### src/source/sweepPkg.sv
package sweepPkg;

    ////////////////////////////////////////////////////////////
    // Data path widths
    ////////////////////////////////////////////////////////////

    // Threshold DAC code of the ASIC
    localparam int DacWidth = 10;
    // ASIC and USB data words
    localparam int DataWidth = 16;
    // Package count setting from the host
    localparam int CountWidth = 16;

    // Words in one ASIC data package
    localparam int PackageWords = 4;
    localparam int WordCountWidth = $clog2(PackageWords);

    ////////////////////////////////////////////////////////////
    // Mode codes and header layout
    ////////////////////////////////////////////////////////////

    localparam int ModeWidth = 2;
    localparam logic [ModeWidth-1:0] ModeNormal = 2'd0;
    localparam logic [ModeWidth-1:0] ModeSweep = 2'd1;

    // Header word is the tag on top of the DAC code
    localparam int TagWidth = DataWidth - DacWidth;
    localparam logic [TagWidth-1:0] HeaderTag = 6'b110101;

    // Sweep sequencer FSM
    typedef enum logic [2:0] {
        StateIdle,
        StateLoad,
        StateWaitConfig,
        StateAcquire,
        StateWaitTransmit,
        StateDone
    } sweepStateT;

endpackage

### src/source/acqFramer.sv
`timescale 1ns/1ps

module acqFramer (
    input  logic                            Clk,
    input  logic                            reset,
    // Step control from the sequencer
    input  logic                            StepStart,
    input  logic [sweepPkg::DacWidth-1:0]   DacCode,
    input  logic [sweepPkg::CountWidth-1:0] MaxPackageNumber,
    // ASIC words in sweep mode
    input  logic [sweepPkg::DataWidth-1:0]  ParallelData,
    input  logic                            ParallelDataEn,
    // Framed stream
    output logic [sweepPkg::DataWidth-1:0]  SweepAcqData,
    output logic                            SweepAcqDataEn,
    output logic                            StepDone
);

    logic                                stepActive;
    logic [sweepPkg::WordCountWidth-1:0] wordCount;
    logic [sweepPkg::CountWidth-1:0]     packageCount;
    logic                                wordAccept;
    logic                                lastWord;
    logic                                lastForwarded;

    assign wordAccept = stepActive & ParallelDataEn;

    // Final word of the final package in this step
    assign lastWord = (wordCount == sweepPkg::WordCountWidth'(sweepPkg::PackageWords - 1))
                    && (packageCount == MaxPackageNumber - sweepPkg::CountWidth'(1));

    ////////////////////////////////////////////////////////////
    // Word and package counters
    ////////////////////////////////////////////////////////////

    always_ff @(posedge Clk) begin
        if (reset) begin
            stepActive <= 1'b0;
            wordCount <= '0;
            packageCount <= '0;
        end else if (StepStart) begin
            // Zero packages means header only
            stepActive <= (MaxPackageNumber != '0);
            wordCount <= '0;
            packageCount <= '0;
        end else if (wordAccept) begin
            wordCount <= wordCount + 1'b1;
            if (wordCount == sweepPkg::WordCountWidth'(sweepPkg::PackageWords - 1)) begin
                packageCount <= packageCount + 1'b1;
            end
            if (lastWord) begin
                stepActive <= 1'b0;
            end
        end
    end

    ////////////////////////////////////////////////////////////
    // Output stream
    ////////////////////////////////////////////////////////////

    always_ff @(posedge Clk) begin
        if (reset) begin
            SweepAcqDataEn <= 1'b0;
            lastForwarded <= 1'b0;
            StepDone <= 1'b0;
        end else begin
            SweepAcqDataEn <= StepStart | wordAccept;
            lastForwarded <= wordAccept & lastWord;
            // With no packages the step ends on the header
            StepDone <= lastForwarded | (StepStart && MaxPackageNumber == '0);
        end
    end

    always_ff @(posedge Clk) begin
        if (StepStart) begin
            SweepAcqData <= {sweepPkg::HeaderTag, DacCode};
        end else if (wordAccept) begin
            SweepAcqData <= ParallelData;
        end
    end

endmodule

### src/source/modeSwitcher.sv
`timescale 1ns/1ps

module modeSwitcher (
    input  logic                           Clk,
    input  logic                           reset,
    // Mode select from the host
    input  logic [sweepPkg::ModeWidth-1:0] ModeSelect,
    // Start and enable
    input  logic                           NormalAcqStartStop,
    input  logic                           SweepTestStart,
    input  logic                           SweepAcqStartStop,
    output logic                           SweepStart,
    output logic                           MicrorocAcqStartStop,
    // ASIC data
    input  logic [sweepPkg::DataWidth-1:0] MicrorocAcqData,
    input  logic                           MicrorocAcqDataEn,
    output logic [sweepPkg::DataWidth-1:0] ParallelData,
    output logic                           ParallelDataEn,
    // Framed sweep data
    input  logic [sweepPkg::DataWidth-1:0] SweepAcqData,
    input  logic                           SweepAcqDataEn,
    // USB FIFO write port
    output logic [sweepPkg::DataWidth-1:0] OutUsbExtFifoData,
    output logic                           OutUsbExtFifoDataEn
);

    logic sweepMode;

    ////////////////////////////////////////////////////////////
    // Mode decode
    ////////////////////////////////////////////////////////////

    always_comb begin
        case (ModeSelect)
            sweepPkg::ModeSweep: sweepMode = 1'b1;
            sweepPkg::ModeNormal: sweepMode = 1'b0;
            // Codes 2 and 3 act as normal mode
            default: sweepMode = 1'b0;
        endcase
    end

    // Start pulse only reaches the sequencer in sweep mode
    assign SweepStart = SweepTestStart & sweepMode;

    // ASIC acquisition enable
    assign MicrorocAcqStartStop = sweepMode ? SweepAcqStartStop : NormalAcqStartStop;

    // Raw ASIC words towards the framer
    assign ParallelData = MicrorocAcqData;
    assign ParallelDataEn = MicrorocAcqDataEn & sweepMode;

    ////////////////////////////////////////////////////////////
    // USB FIFO write port
    ////////////////////////////////////////////////////////////

    always_ff @(posedge Clk) begin
        if (reset) begin
            OutUsbExtFifoDataEn <= 1'b0;
        end else if (sweepMode) begin
            OutUsbExtFifoDataEn <= SweepAcqDataEn;
        end else begin
            OutUsbExtFifoDataEn <= MicrorocAcqDataEn;
        end
    end

    // Word register follows the selected source
    always_ff @(posedge Clk) begin
        if (sweepMode) begin
            if (SweepAcqDataEn) begin
                OutUsbExtFifoData <= SweepAcqData;
            end
        end else if (MicrorocAcqDataEn) begin
            OutUsbExtFifoData <= MicrorocAcqData;
        end
    end

endmodule

### src/source/sweepAcqTop.sv
`timescale 1ns/1ps

module sweepAcqTop (
    input  logic                            Clk,
    input  logic                            reset,
    // Host control
    input  logic [sweepPkg::ModeWidth-1:0]  ModeSelect,
    input  logic                            NormalAcqStartStop,
    input  logic                            SweepTestStart,
    input  logic [sweepPkg::DacWidth-1:0]   StartDac,
    input  logic [sweepPkg::DacWidth-1:0]   EndDac,
    input  logic [sweepPkg::CountWidth-1:0] MaxPackageNumber,
    // ASIC slow control
    input  logic                            MicrorocConfigDone,
    output logic [sweepPkg::DacWidth-1:0]   OutMicroroc10BitDac0,
    output logic                            OutMicrorocScParameterLoad,
    // ASIC acquisition
    output logic                            MicrorocAcqStartStop,
    input  logic [sweepPkg::DataWidth-1:0]  MicrorocAcqData,
    input  logic                            MicrorocAcqDataEn,
    // USB FIFO
    input  logic                            UsbDataFifoFull,
    output logic [sweepPkg::DataWidth-1:0]  OutUsbExtFifoData,
    output logic                            OutUsbExtFifoDataEn,
    // Sweep completion
    input  logic                            DataTransmitDone,
    output logic                            SweepTestDone
);

    logic                           SweepStart;
    logic                           SweepAcqStartStop;
    logic                           StepStart;
    logic                           StepDone;
    logic [sweepPkg::DataWidth-1:0] ParallelData;
    logic                           ParallelDataEn;
    logic [sweepPkg::DataWidth-1:0] SweepAcqData;
    logic                           SweepAcqDataEn;

    modeSwitcher modeSwitcherInst (
        .Clk                  (Clk),
        .reset                (reset),
        .ModeSelect           (ModeSelect),
        .NormalAcqStartStop   (NormalAcqStartStop),
        .SweepTestStart       (SweepTestStart),
        .SweepAcqStartStop    (SweepAcqStartStop),
        .SweepStart           (SweepStart),
        .MicrorocAcqStartStop (MicrorocAcqStartStop),
        .MicrorocAcqData      (MicrorocAcqData),
        .MicrorocAcqDataEn    (MicrorocAcqDataEn),
        .ParallelData         (ParallelData),
        .ParallelDataEn       (ParallelDataEn),
        .SweepAcqData         (SweepAcqData),
        .SweepAcqDataEn       (SweepAcqDataEn),
        .OutUsbExtFifoData    (OutUsbExtFifoData),
        .OutUsbExtFifoDataEn  (OutUsbExtFifoDataEn)
    );

    // DAC code feeds both the ASIC and the header builder
    sweepSequencer sweepSequencerInst (
        .Clk                (Clk),
        .reset              (reset),
        .SweepStart         (SweepStart),
        .StartDac           (StartDac),
        .EndDac             (EndDac),
        .MicrorocConfigDone (MicrorocConfigDone),
        .OutDac             (OutMicroroc10BitDac0),
        .ScParameterLoad    (OutMicrorocScParameterLoad),
        .UsbDataFifoFull    (UsbDataFifoFull),
        .StepDone           (StepDone),
        .SweepAcqStartStop  (SweepAcqStartStop),
        .StepStart          (StepStart),
        .DataTransmitDone   (DataTransmitDone),
        .SweepTestDone      (SweepTestDone)
    );

    acqFramer acqFramerInst (
        .Clk              (Clk),
        .reset            (reset),
        .StepStart        (StepStart),
        .DacCode          (OutMicroroc10BitDac0),
        .MaxPackageNumber (MaxPackageNumber),
        .ParallelData     (ParallelData),
        .ParallelDataEn   (ParallelDataEn),
        .SweepAcqData     (SweepAcqData),
        .SweepAcqDataEn   (SweepAcqDataEn),
        .StepDone         (StepDone)
    );

endmodule

### src/source/sweepSequencer.sv
`timescale 1ns/1ps

module sweepSequencer (
    input  logic                          Clk,
    input  logic                          reset,
    // Sweep control
    input  logic                          SweepStart,
    input  logic [sweepPkg::DacWidth-1:0] StartDac,
    input  logic [sweepPkg::DacWidth-1:0] EndDac,
    // ASIC slow control
    input  logic                          MicrorocConfigDone,
    output logic [sweepPkg::DacWidth-1:0] OutDac,
    output logic                          ScParameterLoad,
    // Acquisition per step
    input  logic                          UsbDataFifoFull,
    input  logic                          StepDone,
    output logic                          SweepAcqStartStop,
    output logic                          StepStart,
    // End of sweep
    input  logic                          DataTransmitDone,
    output logic                          SweepTestDone
);

    sweepPkg::sweepStateT state;
    sweepPkg::sweepStateT stateNext;

    // Config done seen while the FIFO was still full
    logic configSeen;
    logic stepGo;

    // Step may start once configured and the FIFO has room
    assign stepGo = (MicrorocConfigDone | configSeen) & ~UsbDataFifoFull;

    ////////////////////////////////////////////////////////////
    // State register and next state
    ////////////////////////////////////////////////////////////

    always_ff @(posedge Clk) begin
        if (reset) begin
            state <= sweepPkg::StateIdle;
        end else begin
            state <= stateNext;
        end
    end

    always_comb begin
        stateNext = state;
        case (state)
            sweepPkg::StateIdle: begin
                if (SweepStart) begin
                    stateNext = sweepPkg::StateLoad;
                end
            end
            sweepPkg::StateLoad: begin
                stateNext = sweepPkg::StateWaitConfig;
            end
            sweepPkg::StateWaitConfig: begin
                if (stepGo) begin
                    stateNext = sweepPkg::StateAcquire;
                end
            end
            sweepPkg::StateAcquire: begin
                if (StepDone) begin
                    if (OutDac < EndDac) begin
                        stateNext = sweepPkg::StateLoad;
                    end else begin
                        stateNext = sweepPkg::StateWaitTransmit;
                    end
                end
            end
            sweepPkg::StateWaitTransmit: begin
                if (DataTransmitDone) begin
                    stateNext = sweepPkg::StateDone;
                end
            end
            sweepPkg::StateDone: begin
                stateNext = sweepPkg::StateIdle;
            end
            default: begin
                stateNext = sweepPkg::StateIdle;
            end
        endcase
    end

    ////////////////////////////////////////////////////////////
    // DAC code and step control
    ////////////////////////////////////////////////////////////

    always_ff @(posedge Clk) begin
        if (reset) begin
            OutDac <= '0;
        end else if (state == sweepPkg::StateIdle && SweepStart) begin
            OutDac <= StartDac;
        end else if (state == sweepPkg::StateAcquire && StepDone && OutDac < EndDac) begin
            // Step to the next code before the load
            OutDac <= OutDac + 1'b1;
        end
    end

    always_ff @(posedge Clk) begin
        if (reset) begin
            configSeen <= 1'b0;
            StepStart <= 1'b0;
        end else begin
            StepStart <= 1'b0;
            if (state == sweepPkg::StateWaitConfig) begin
                if (stepGo) begin
                    configSeen <= 1'b0;
                    StepStart <= 1'b1;
                end else if (MicrorocConfigDone) begin
                    // Hold off while the FIFO is full
                    configSeen <= 1'b1;
                end
            end else begin
                configSeen <= 1'b0;
            end
        end
    end

    // Outputs decoded from the state
    assign ScParameterLoad = (state == sweepPkg::StateLoad);
    assign SweepAcqStartStop = (state == sweepPkg::StateAcquire);
    assign SweepTestDone = (state == sweepPkg::StateDone);

endmodule

### config.mk
export PLATFORM = sky130hd
export DESIGN_NAME = sweepAcqTop
export DESIGN_NICKNAME = d
export VERILOG_FILES = /design/src/source/sweepPkg.sv /design/src/source/acqFramer.sv /design/src/source/modeSwitcher.sv /design/src/source/sweepAcqTop.sv /design/src/source/sweepSequencer.sv
export SDC_FILE = /design/constraint.sdc
export NUM_CORES = 1
export LEC_CHECK = 0
export ABC_CLOCK_PERIOD_IN_PS = 6040
export BUFFER_PORTS_ARGS = -buffer_cell sky130_fd_sc_hd__buf_2
export CAP_MARGIN = 20
export CORE_ASPECT_RATIO = 1.75
export CORE_MARGIN = 10
export CORE_UTILIZATION = 59
export DETAILED_ROUTE_END_ITERATION = 8
export PLACE_DENSITY = 0.93
export SYNTH_ARGS = -nofsm -noshare
export SYNTH_HDL_FRONTEND = slang
export SYNTH_HIERARCHICAL = 1
export SYNTH_SLANG_ARGS = --single-unit
### constraint.sdc
create_clock -name Clk -period 6.04 [get_ports Clk]
set_input_delay 0.604 -clock Clk [delete_from_list [all_inputs] [get_ports Clk]]
set_output_delay 0.604 -clock Clk [all_outputs]
set_load 0.01 [all_outputs]
# After elaboration in Yosys (flattened, before gate mapping)
# Index checks and enable logic that the tools add are counted.
# op_classes
n_reduce_logical	19
muxes	20
div	0
order_cmp	1
eq_ne	13
n_addsub	4
n_mul	0
shift	0
n_bitwise	10
# op_table
op	count
16-bit two-way mux	3
10-bit two-way mux	4
16-bit by 1-bit adder with 16-bit output (second input constant)	1
16-bit == test	1
16-bit zero test	1
16-bit nonzero test	1
16-bit by 1-bit subtractor with 16-bit output (second input constant)	1
3-bit two-way mux	5
3-bit case mux with 5 select lines	1
10-bit by 1-bit adder with 10-bit output (second input constant)	1
10-bit less-than comparator	1
2-bit by 1-bit inequality test with 1-bit output (second input constant)	4
2-bit nonzero test	4
1-bit two-way mux	7
3-bit by 2-bit == test with 1-bit output (second input constant)	2
3-bit == test (second input constant)	2
2-bit AND reduction	3
1-bit bitwise AND	5
1-bit logical AND	5
4-bit AND reduction	1
2-bit OR reduction	2
3-bit by 1-bit == test with 1-bit output (second input constant)	1
3-bit zero test	1
1-bit bitwise OR	3
other kinds (6)	7
# word_totals
out_inout_bits	30
in_bits	62
latchBits	0
romBits	0
ramBits	0
mem_count	0
ff_bits	70

# Logic depth before layout (Yosys ltp)
# Gate-level depths: netlist of the first run.
# depth
depth_word	6
depth_mapped	10
depth_no_buf	8

# Modules after synthesis
# Netlist of the first run, hierarchy kept.
# modules_own_cells
mod	seq_area_each_um2	area_per_inst_um2	cells_each	instances
acqFramer	860.8	2192.1	233	1
sweepSequencer	300.3	1153.6	139	1
modeSwitcher	500.5	973.4	59	1

# Worst setup path after synthesis of the first run
# OpenSTA, ideal clock, no wires.
# synth_timing
path_type	input port to flip-flop
from	input port MaxPackageNumber[0] (netlist name)
to	register acqFramerInst.stepActive
n_path_buf	1
slack_ns	3.590
stages	9
arrival_time_ns	2.323
cell_sequence	inv_1 ha_1 clkbuf_8 or2b_2 nor2_1 or4_1 a211o_1 o41ai_2 a21oi_1
# synth_between
elab_chain_cells	5
elab_cells_between_ends	7
classes_between	add/sub (1); eq/ne (1); mux (1); reduce/logical (4)
# synth_lines
item	line_no	text
start, declared	sweepAcqTop.sv:12	input logic [sweepPkg::CountWidth-1:0] MaxPackageNumber,
16-bit by 1-bit subtractor with 16-bit output	acqFramer.sv:30	&& (packageCount == MaxPackageNumber - sweepPkg::CountWidth'(1));
16-bit == test	acqFramer.sv:30	
1-bit logical AND	acqFramer.sv:30	
2-bit nonzero test (no line)	-	
2-bit AND reduction (no line)	-	
end signal, assigned	acqFramer.sv:43	stepActive <= (MaxPackageNumber != '0);
end, declared	acqFramer.sv:19	logic stepActive;
# Parallel ways exist; a longest one is shown, timed or not.
# A chain may end at the register's enable or synchronous reset.

# Worst setup path in the final report of the first run
# layout_timing
from	input port ModeSelect[0] (netlist name)
to	register sweepSequencerInst/OutDac[3] (netlist name)
# layout_between
elab_chain_cells	5
elab_cells_between_ends	6
classes_between	eq/ne (1); mux (2); bitwise (1); reduce/logical (2)
# layout_lines
item	line_no	text
start, declared	sweepAcqTop.sv:7	input logic [sweepPkg::ModeWidth-1:0] ModeSelect,
2-bit by 1-bit == test with 1-bit output (*)	modeSwitcher.sv:34	case (ModeSelect)
1-bit two-way mux (*)	modeSwitcher.sv:34	
1-bit bitwise AND (*)	modeSwitcher.sv:43	assign SweepStart = SweepTestStart & sweepMode;
named net SweepStart	sweepAcqTop.sv:30	logic SweepStart;
1-bit logical AND (*)	sweepSequencer.sv:92	end else if (state == sweepPkg::StateIdle && SweepStart) begin
10-bit two-way mux / 2-bit nonzero test (equally long branches)	-	
end signal, assigned	sweepSequencer.sv:93	OutDac <= StartDac;
end signal, assigned	sweepSequencer.sv:96	OutDac <= OutDac + 1'b1;
end, declared	sweepSequencer.sv:12	output logic [sweepPkg::DacWidth-1:0] OutDac,
# The timed path passes the listed nets; every way through them passes the cells marked *.

==> results of run 1 <==
## state kept, by name, summed over array words and instances (netlist names), 2 cells and up
signal and count:
modeSwitcherInst/OutUsbExtFifoData 16, acqFramerInst/SweepAcqData 16, acqFramerInst/wordCount 2, acqFramerInst/packageCount 16
sweepSequencerInst/OutDac 10, sweepSequencerInst/state 3
## placed cells by master, fill, tap and decap left out, types with 3 or more instances in the layout
cell and instances:
a21oi_1 18, a311o_1 3, and2_1 3, and3_1 9, buf_2 91, clkbuf_1 3, clkbuf_16 9, clkbuf_8 4
dfxtp_1 44, edfxtp_1 26, ha_1 13, inv_1 14, mux2_2 11, mux2_4 17, mux2i_1 3, nand2_1 32
nand2b_1 6, nand3_1 18, nand3b_1 10, nand4_1 5, nor2_1 34, nor2b_1 5, nor3_1 8, nor3b_1 3
nor4_1 8, o21ai_0 10, or2b_2 3, or3_1 6, xnor2_1 15, xor2_1 18
## worst min-delay path by stage
stage                                                      from                                     endpoint  slack, ns  depth (start not counted)
global route                                    UsbDataFifoFull      sweepSequencerInst/StepStart$_SDFF_PP0_       0.47                          2
CTS                                             UsbDataFifoFull      sweepSequencerInst/StepStart$_SDFF_PP0_       0.46                          2
detailed placement  acqFramerInst/SweepAcqData[13]$_SDFFE_PP0P_  acqFramerInst/SweepAcqData[13]$_SDFFE_PP0P_       0.46                          2
global placement    acqFramerInst/SweepAcqData[13]$_SDFFE_PP0P_  acqFramerInst/SweepAcqData[13]$_SDFFE_PP0P_       0.44                          2
floorplan                acqFramerInst/lastForwarded$_SDFF_PP0_            acqFramerInst/StepDone$_SDFF_PP0_       0.41                          2
finish              acqFramerInst/SweepAcqData[13]$_SDFFE_PP0P_  acqFramerInst/SweepAcqData[13]$_SDFFE_PP0P_       0.46                          2
## where the power goes
group / switching, mW / internal (mW)
sequential: 0.0217 / 0.516
combinational: 0.0792 / 0.0760
clock: 0.182 / 0.323
## per-stage QoR
step | power (mW) | cell area (sq um) | setup WS [ns] | hold WS [ns]
floorplan | 0.648 | 4320 | 3.59 | 0.413
global placement | 0.691 | 4600 | 3.09 | 0.442
detailed placement | 0.700 | 4600 | 2.98 | 0.457
CTS | 1.21 | 4900 | 3.33 | 0.459
global route | 1.25 | 4900 | 3.04 | 0.469
finish | 1.20 | 4900 | 3.29 | 0.462
## critical path, delay by kind of cell
kind	cells	cell delay, ns
buf+inv	1	0.09
simple gates	7	2.00
compound gates	1	0.28
## layer usage
metal  up-vias  track usage [%]
met3        44             4.88
met2       156             32.2
met5         -                0
met4         0             11.5
li1       1682                -
met1      1670             18.4
## cells by family after synthesis
logic type,Yosys count
compound gates,62
mux,31
xor+xnor,34
simple gates,173
flops,70
fa+ha+maj,13
buf+inv,48
## cell type report
type,count,area [sq um]
Clock buffer,16,292
Fill cell,564,2290
Inverter,14,52.6
Multi-Input combinational cell,313,2330
Sequential cell,70,1660
Tap cell,86,108
Timing Repair Buffer,91,455
==> impl_metrics.ini, run 1 <==
[timing]
hold_viol = 0
fin_crit_sh_pct = 45.5
min_period_ns = 2.75
final_max_slew_viol_count = 0
rsz0062_at_grt = no
max_slew.worst_pin.slew_ns = 0.778
setup_viol = 0
finClkSkew_ns = 0.00674
slew_headroom_pct = 48.0
fin_setup_tns_ns = 0
clock.fmax_mhz = 364

[drt]
drt-met1-wl_um = 3670
vias = 3552
top_layer_used = met4
first_iter_violations = 240
wl_per_cell_um = 17.6
wirelength_um = 10400
ant_nets = 0
dr_wl_met3_um = 719
dr_wl_met2_um = 5500
viasPerCell = 6.02
drcViolationCount = 0
drt_first_pass_iters = 5

[floorplan]
initial_core_util_pct = 60.1
die_y_um = 133
ios = 92
die_w_um = 84.7
dieArea_sq_um = 11300
coreArea_sq_um = 7180
fp-row-count = 41

[final_layout]
final_cells = 590
nets = 574
final_util_pct = 68.2
synthToLayoutAreaGrowth_pct = 13.4
drive_gt1_share_pct = 31.0
n_antenna_cell = 0

[global_routing]
grt_max_degree = 25
grt_pass1_vias = 3621
grt_overflow = 0
grt_first_pass_wirelength_um = 17200
track_usage_pct = 18.3
antenna_found_initial = 0

[setup_path]
worstSetupEndpoint = sweepSequencerInst/OutDac[3]$_SDFFE_PP0P_
worstSetupPathType = in2reg
critPathMaxFanout = 21
r2r-end = sweepSequencerInst/OutDac[6]$_SDFFE_PP0P_
path_cells = buf_2 -> nor2b_4 -> and2_2 -> nor2b_1 -> and2_1 -> nor2_1 -> nand4_1 -> nor3_2 -> a311o_1
start_kind = input port
crit_required_ns = 6.26
reg2reg_from = sweepSequencerInst/OutDac[7]$_SDFFE_PP0P_
critPathCaptureType = flop
startpoint = ModeSelect[0]
worst_path_max_delay_cell = nor2b_4
slowest_delay_ns = 0.65
ff2ff_path_depth = 7
crit_arrival_ns = 2.96
r2r_slack_ns = 3.81

[logic_synthesis]
synthArstFlopShare_pct = 0
synth_compound_area_share_pct = 10.4
syn_inst = 431
synth_fa_ha_area_share_pct = 3.77
synth_ff_type = dfxtp_1
ys_seq_elements = 70
synth_top_area_cell = dfxtp_1
synth_top_cell_area_share_pct = 20.4
synthTopCellsByCount = dfxtp_1 (44), nor2_1 (34), nand2_1 (32)
synth_edf_count = 26
ys_warn_count = 6
synthXorXnorAreaFrac_pct = 7.21
synth_top_family_by_area = simple AND/OR/NAND/NOR gates
yosys-top-cells-area = dfxtp_1 (20%), edfxtp_1 (18%), mux2_4 (5.9%)
yosysUniqueCellTypes = 77
synth_fp_nets = 506
synth_area_sq_um = 4320
ys_seq_area_share_pct = 38.5
synth_most_common_cell = dfxtp_1
yosys.area_share.simple_pct = 23.1
muxShareOfSynthArea_pct = 9.47
syn_area_per_cell_sq_um = 10.0

[run_status]
run_status = finished, final reports clean

[clock_tree]
path_clk_slew_ns = 0.06
cts_tree = done
htreeDepth = 3
cts_hold_buf = 0
clockRootBuffer = clkbuf_16
clk_latency_ns = 0.33
cts.repair.resized = 0
clock_sinks = 70
cts_setup_buffers = 0
clockBufferDepth = 2
cts_made_buffers = 9

[power_and_ir_drop]
power.density_nw_per_um2 = 245
leakagePower_nw = 2.03
ir_drop_v = 0.000172

[placement]
io_buffer_count = 91
dp.cells = 574
place_congestion = 0.908
dp_hpwl_um = 7990

[worst_hold_path]
hp-class = reg2reg

[run]
max_cap_viol_count = 0
Note: power is estimated with default switching activity, not from simulation.
==> inputs of run 2 (changes only) <==
--- a/config.mk
+++ b/config.mk
@@ -5,14 +5,15 @@
 export SDC_FILE = /design/constraint.sdc
 export NUM_CORES = 1
 export LEC_CHECK = 0
-export ABC_CLOCK_PERIOD_IN_PS = 6040
+export ABC_AREA = 1
+export ABC_CLOCK_PERIOD_IN_PS = 2800
 export BUFFER_PORTS_ARGS = -buffer_cell sky130_fd_sc_hd__buf_2
 export CAP_MARGIN = 20
 export CORE_ASPECT_RATIO = 1.75
 export CORE_MARGIN = 10
-export CORE_UTILIZATION = 59
+export CORE_UTILIZATION = 56
 export DETAILED_ROUTE_END_ITERATION = 8
-export PLACE_DENSITY = 0.93
+export PLACE_DENSITY = 0.89
 export SYNTH_ARGS = -nofsm -noshare
 export SYNTH_HDL_FRONTEND = slang
 export SYNTH_HIERARCHICAL = 1
==> constraint.sdc (replaced) <==
create_clock -name Clk -period 2.8 [get_ports Clk]
set_input_delay 0.28 -clock Clk [delete_from_list [all_inputs] [get_ports Clk]]
set_output_delay 0.28 -clock Clk [all_outputs]
set_load 0.01 [all_outputs]
==> impl_metrics.ini, run 2 <==
[final_layout]
final_common_cell = nand2_1
nets = 783
final_cells = 803
final_util_pct = 65.3
drive_gt1_share_pct = 20.9
top_regs = acqFramerInst/SweepAcqData: 16 flops, acqFramerInst/packageCount: 16 flops, modeSwitcherInst/OutUsbExtFifoData: 16 flops
final_cell_mix = nand2_1 (209), buf_2 (91), inv_1 (65)
synthToLayoutAreaGrowth_pct = 15.3
n_antenna_cell = 0

[global_routing]
use_met2_pct = 36.6
antenna_found_initial = 0
grt_util_met3_pct = 5.18
grt_pass1_vias = 4505
grt_overflow = 0
track_usage_pct = 20.2
globalRouteMet1Util_pct = 19.7
busiest_layer = met2
grt_first_pass_wirelength_um = 19700
grt_max_degree = 21

[logic_synthesis]
synth_top_cell_area_share_pct = 19.8
yosysUniqueCellTypes = 37
syn_inst = 632
ys_seq_elements = 70
synth_edf_count = 26
syn_area_per_cell_sq_um = 7.04
ys_seq_area_share_pct = 37.4
synth_top_area_cell = dfxtp_1
synth_area_sq_um = 4450
synth_most_common_cell = nand2_1
ys_warn_count = 6
synthArstFlopShare_pct = 0
synthTopCellsByCount = nand2_1 (209), inv_1 (65), nand3_1 (61)
yosys-top-cells-area = dfxtp_1 (20%), nand2_1 (18%), edfxtp_1 (18%)
synth_ff_type = dfxtp_1
synth_fp_nets = 707

[timing]
max_slew.worst_pin.slew_ns = 0.645
fin_setup_tns_ns = 0
slew_headroom_pct = 57.0
final_max_slew_viol_count = 0
fin_crit_sh_pct = 70.0
clock.fmax_mhz = 510
rsz0062_at_grt = no
finClkSkew_ns = 0.00383
min_period_ns = 1.96
hold_ws_ns = 0.182
hold_viol = 0
setup_viol = 0

[drt]
drt_first_pass_iters = 5
drcViolationCount = 0
wirelength_um = 12300
wl_per_cell_um = 15.3
vias = 4411
first_iter_violations = 291
viasPerCell = 5.49
ant_nets = 0

[clock_tree]
clockRootBuffer = clkbuf_16
clockBufferDepth = 2
cts_tree = done
clock_sinks = 70
cts_made_buffers = 9
cts_setup_buffers = 0
cts.repair.resized = 0
htreeDepth = 3
cts_hold_buf = 0
clk_latency_ns = 0.33
path_clk_slew_ns = 0.06

[setup_path]
crit_required_ns = 3.02
crit_arrival_ns = 2.18
critPathCaptureType = flop
worstSetupPathType = in2reg
critPathMaxFanout = 20
start_kind = input port

[floorplan]
initial_core_util_pct = 56.6
ios = 92
die_w_um = 87.4
coreArea_sq_um = 7860
die_y_um = 138
dieArea_sq_um = 12000
fp-row-count = 43

[placement]
dp_hpwl_um = 9760
io_buffer_count = 91
place_congestion = 0.968
dp.cells = 787

[power_and_ir_drop]
leakagePower_nw = 2.45
ir_drop_v = 0.000299
power.density_nw_per_um2 = 485

[worst_hold_path]
hp-class = in2reg

[run_status]
run_status = finished, final reports clean

[run]
max_cap_viol_count = 0
==> run 2: cell types whose count changed after synthesis, moves of 7 or more <==
cell	change
inv_1	+51
a21oi_2	+8
nand4_1	+7
xnor2_1	-10
mux2_2	-11
nor4_1	-8
nand2_1	+177
nand3b_1	-7
o21ai_0	+7
nor2_1	+23
nand3_1	+43
and3_1	-8
mux2_4	-17
==> run 2: power by group <==
part           switching [mW]  internal (mW)  total (mW)
Sequential             0.0163           1.09        1.11
Clock                   0.416          0.682        1.10
Combinational           0.176          0.105       0.281
Total                   0.608           1.88        2.49
==> run 2: final timing paths <==
kind	start	to	slack (ns)	cells after the start
setup / recovery	ModeSelect[1]	acqFramerInst/packageCount[12]$_SDFFE_PP0P_	0.84	13
hold / removal	MicrorocAcqData[10]	acqFramerInst/SweepAcqData[10]$_SDFFE_PP1P_	0.18	3
setup reg to reg	sweepSequencerInst/OutDac[5]$_SDFFE_PP0P_	sweepSequencerInst/OutDac[7]$_SDFFE_PP0P_	0.85	10
hold reg to reg	acqFramerInst/wordCount[1]$_SDFFE_PP0P_	acqFramerInst/wordCount[1]$_SDFFE_PP0P_	0.48	2
==> run 2: cell families after synthesis <==
kind of cell	count (synthesis)	share of synthesized area (%)
AOI/OAI and AO/OA	53	7.12
xor gates and xnor gates	18	3.54
adders and majority gates	13	3.66
buffers and inverters	100	10.6
DFF	70	37.4
and+or+nand+nor	378	37.7
==> run 2: critical path, cell delays in order <==
cell and delay [ns]:
buf_2 0.11, inv_2 0.07, nand2_4 0.14, nor2_1 0.16
nand2_2 0.20, inv_2 0.20, nand2_1 0.15, nor2_1 0.13
nand4_1 0.11, nor2_1 0.18, nand3_1 0.15, nor3_1 0.22
nor3_2 0.07
==> run 2: area by class of cell <==
cell class | count | area (sq um)
clock buffer | 9 | 225
clock inverter | 7 | 65.1
fill | 660 | 2730
inverter | 70 | 263
multi-input combinational | 462 | 2310
sequential | 70 | 1660
tap | 90 | 113
timing repair buffer | 95 | 485
==> run 2: layer usage <==
metal  routed length, um  vias up
li1                    -     2177
met1                4460     1968
met2                6480      216
met3                 822       50
met4                 485        0
met5                   0        -
==> run 2: stage by stage <==
| step | area, sq um | power (mW) | setup WS [ns] |
|---|---|---|---|
| detailed placement | 4840 | 1.41 | 0.566 |
| global placement | 4840 | 1.40 | 0.708 |
| floorplan | 4450 | 1.30 | 1.03 |
| CTS | 5130 | 2.50 | 0.854 |
| global route | 5130 | 2.57 | 0.633 |
| finish | 5130 | 2.49 | 0.840 |
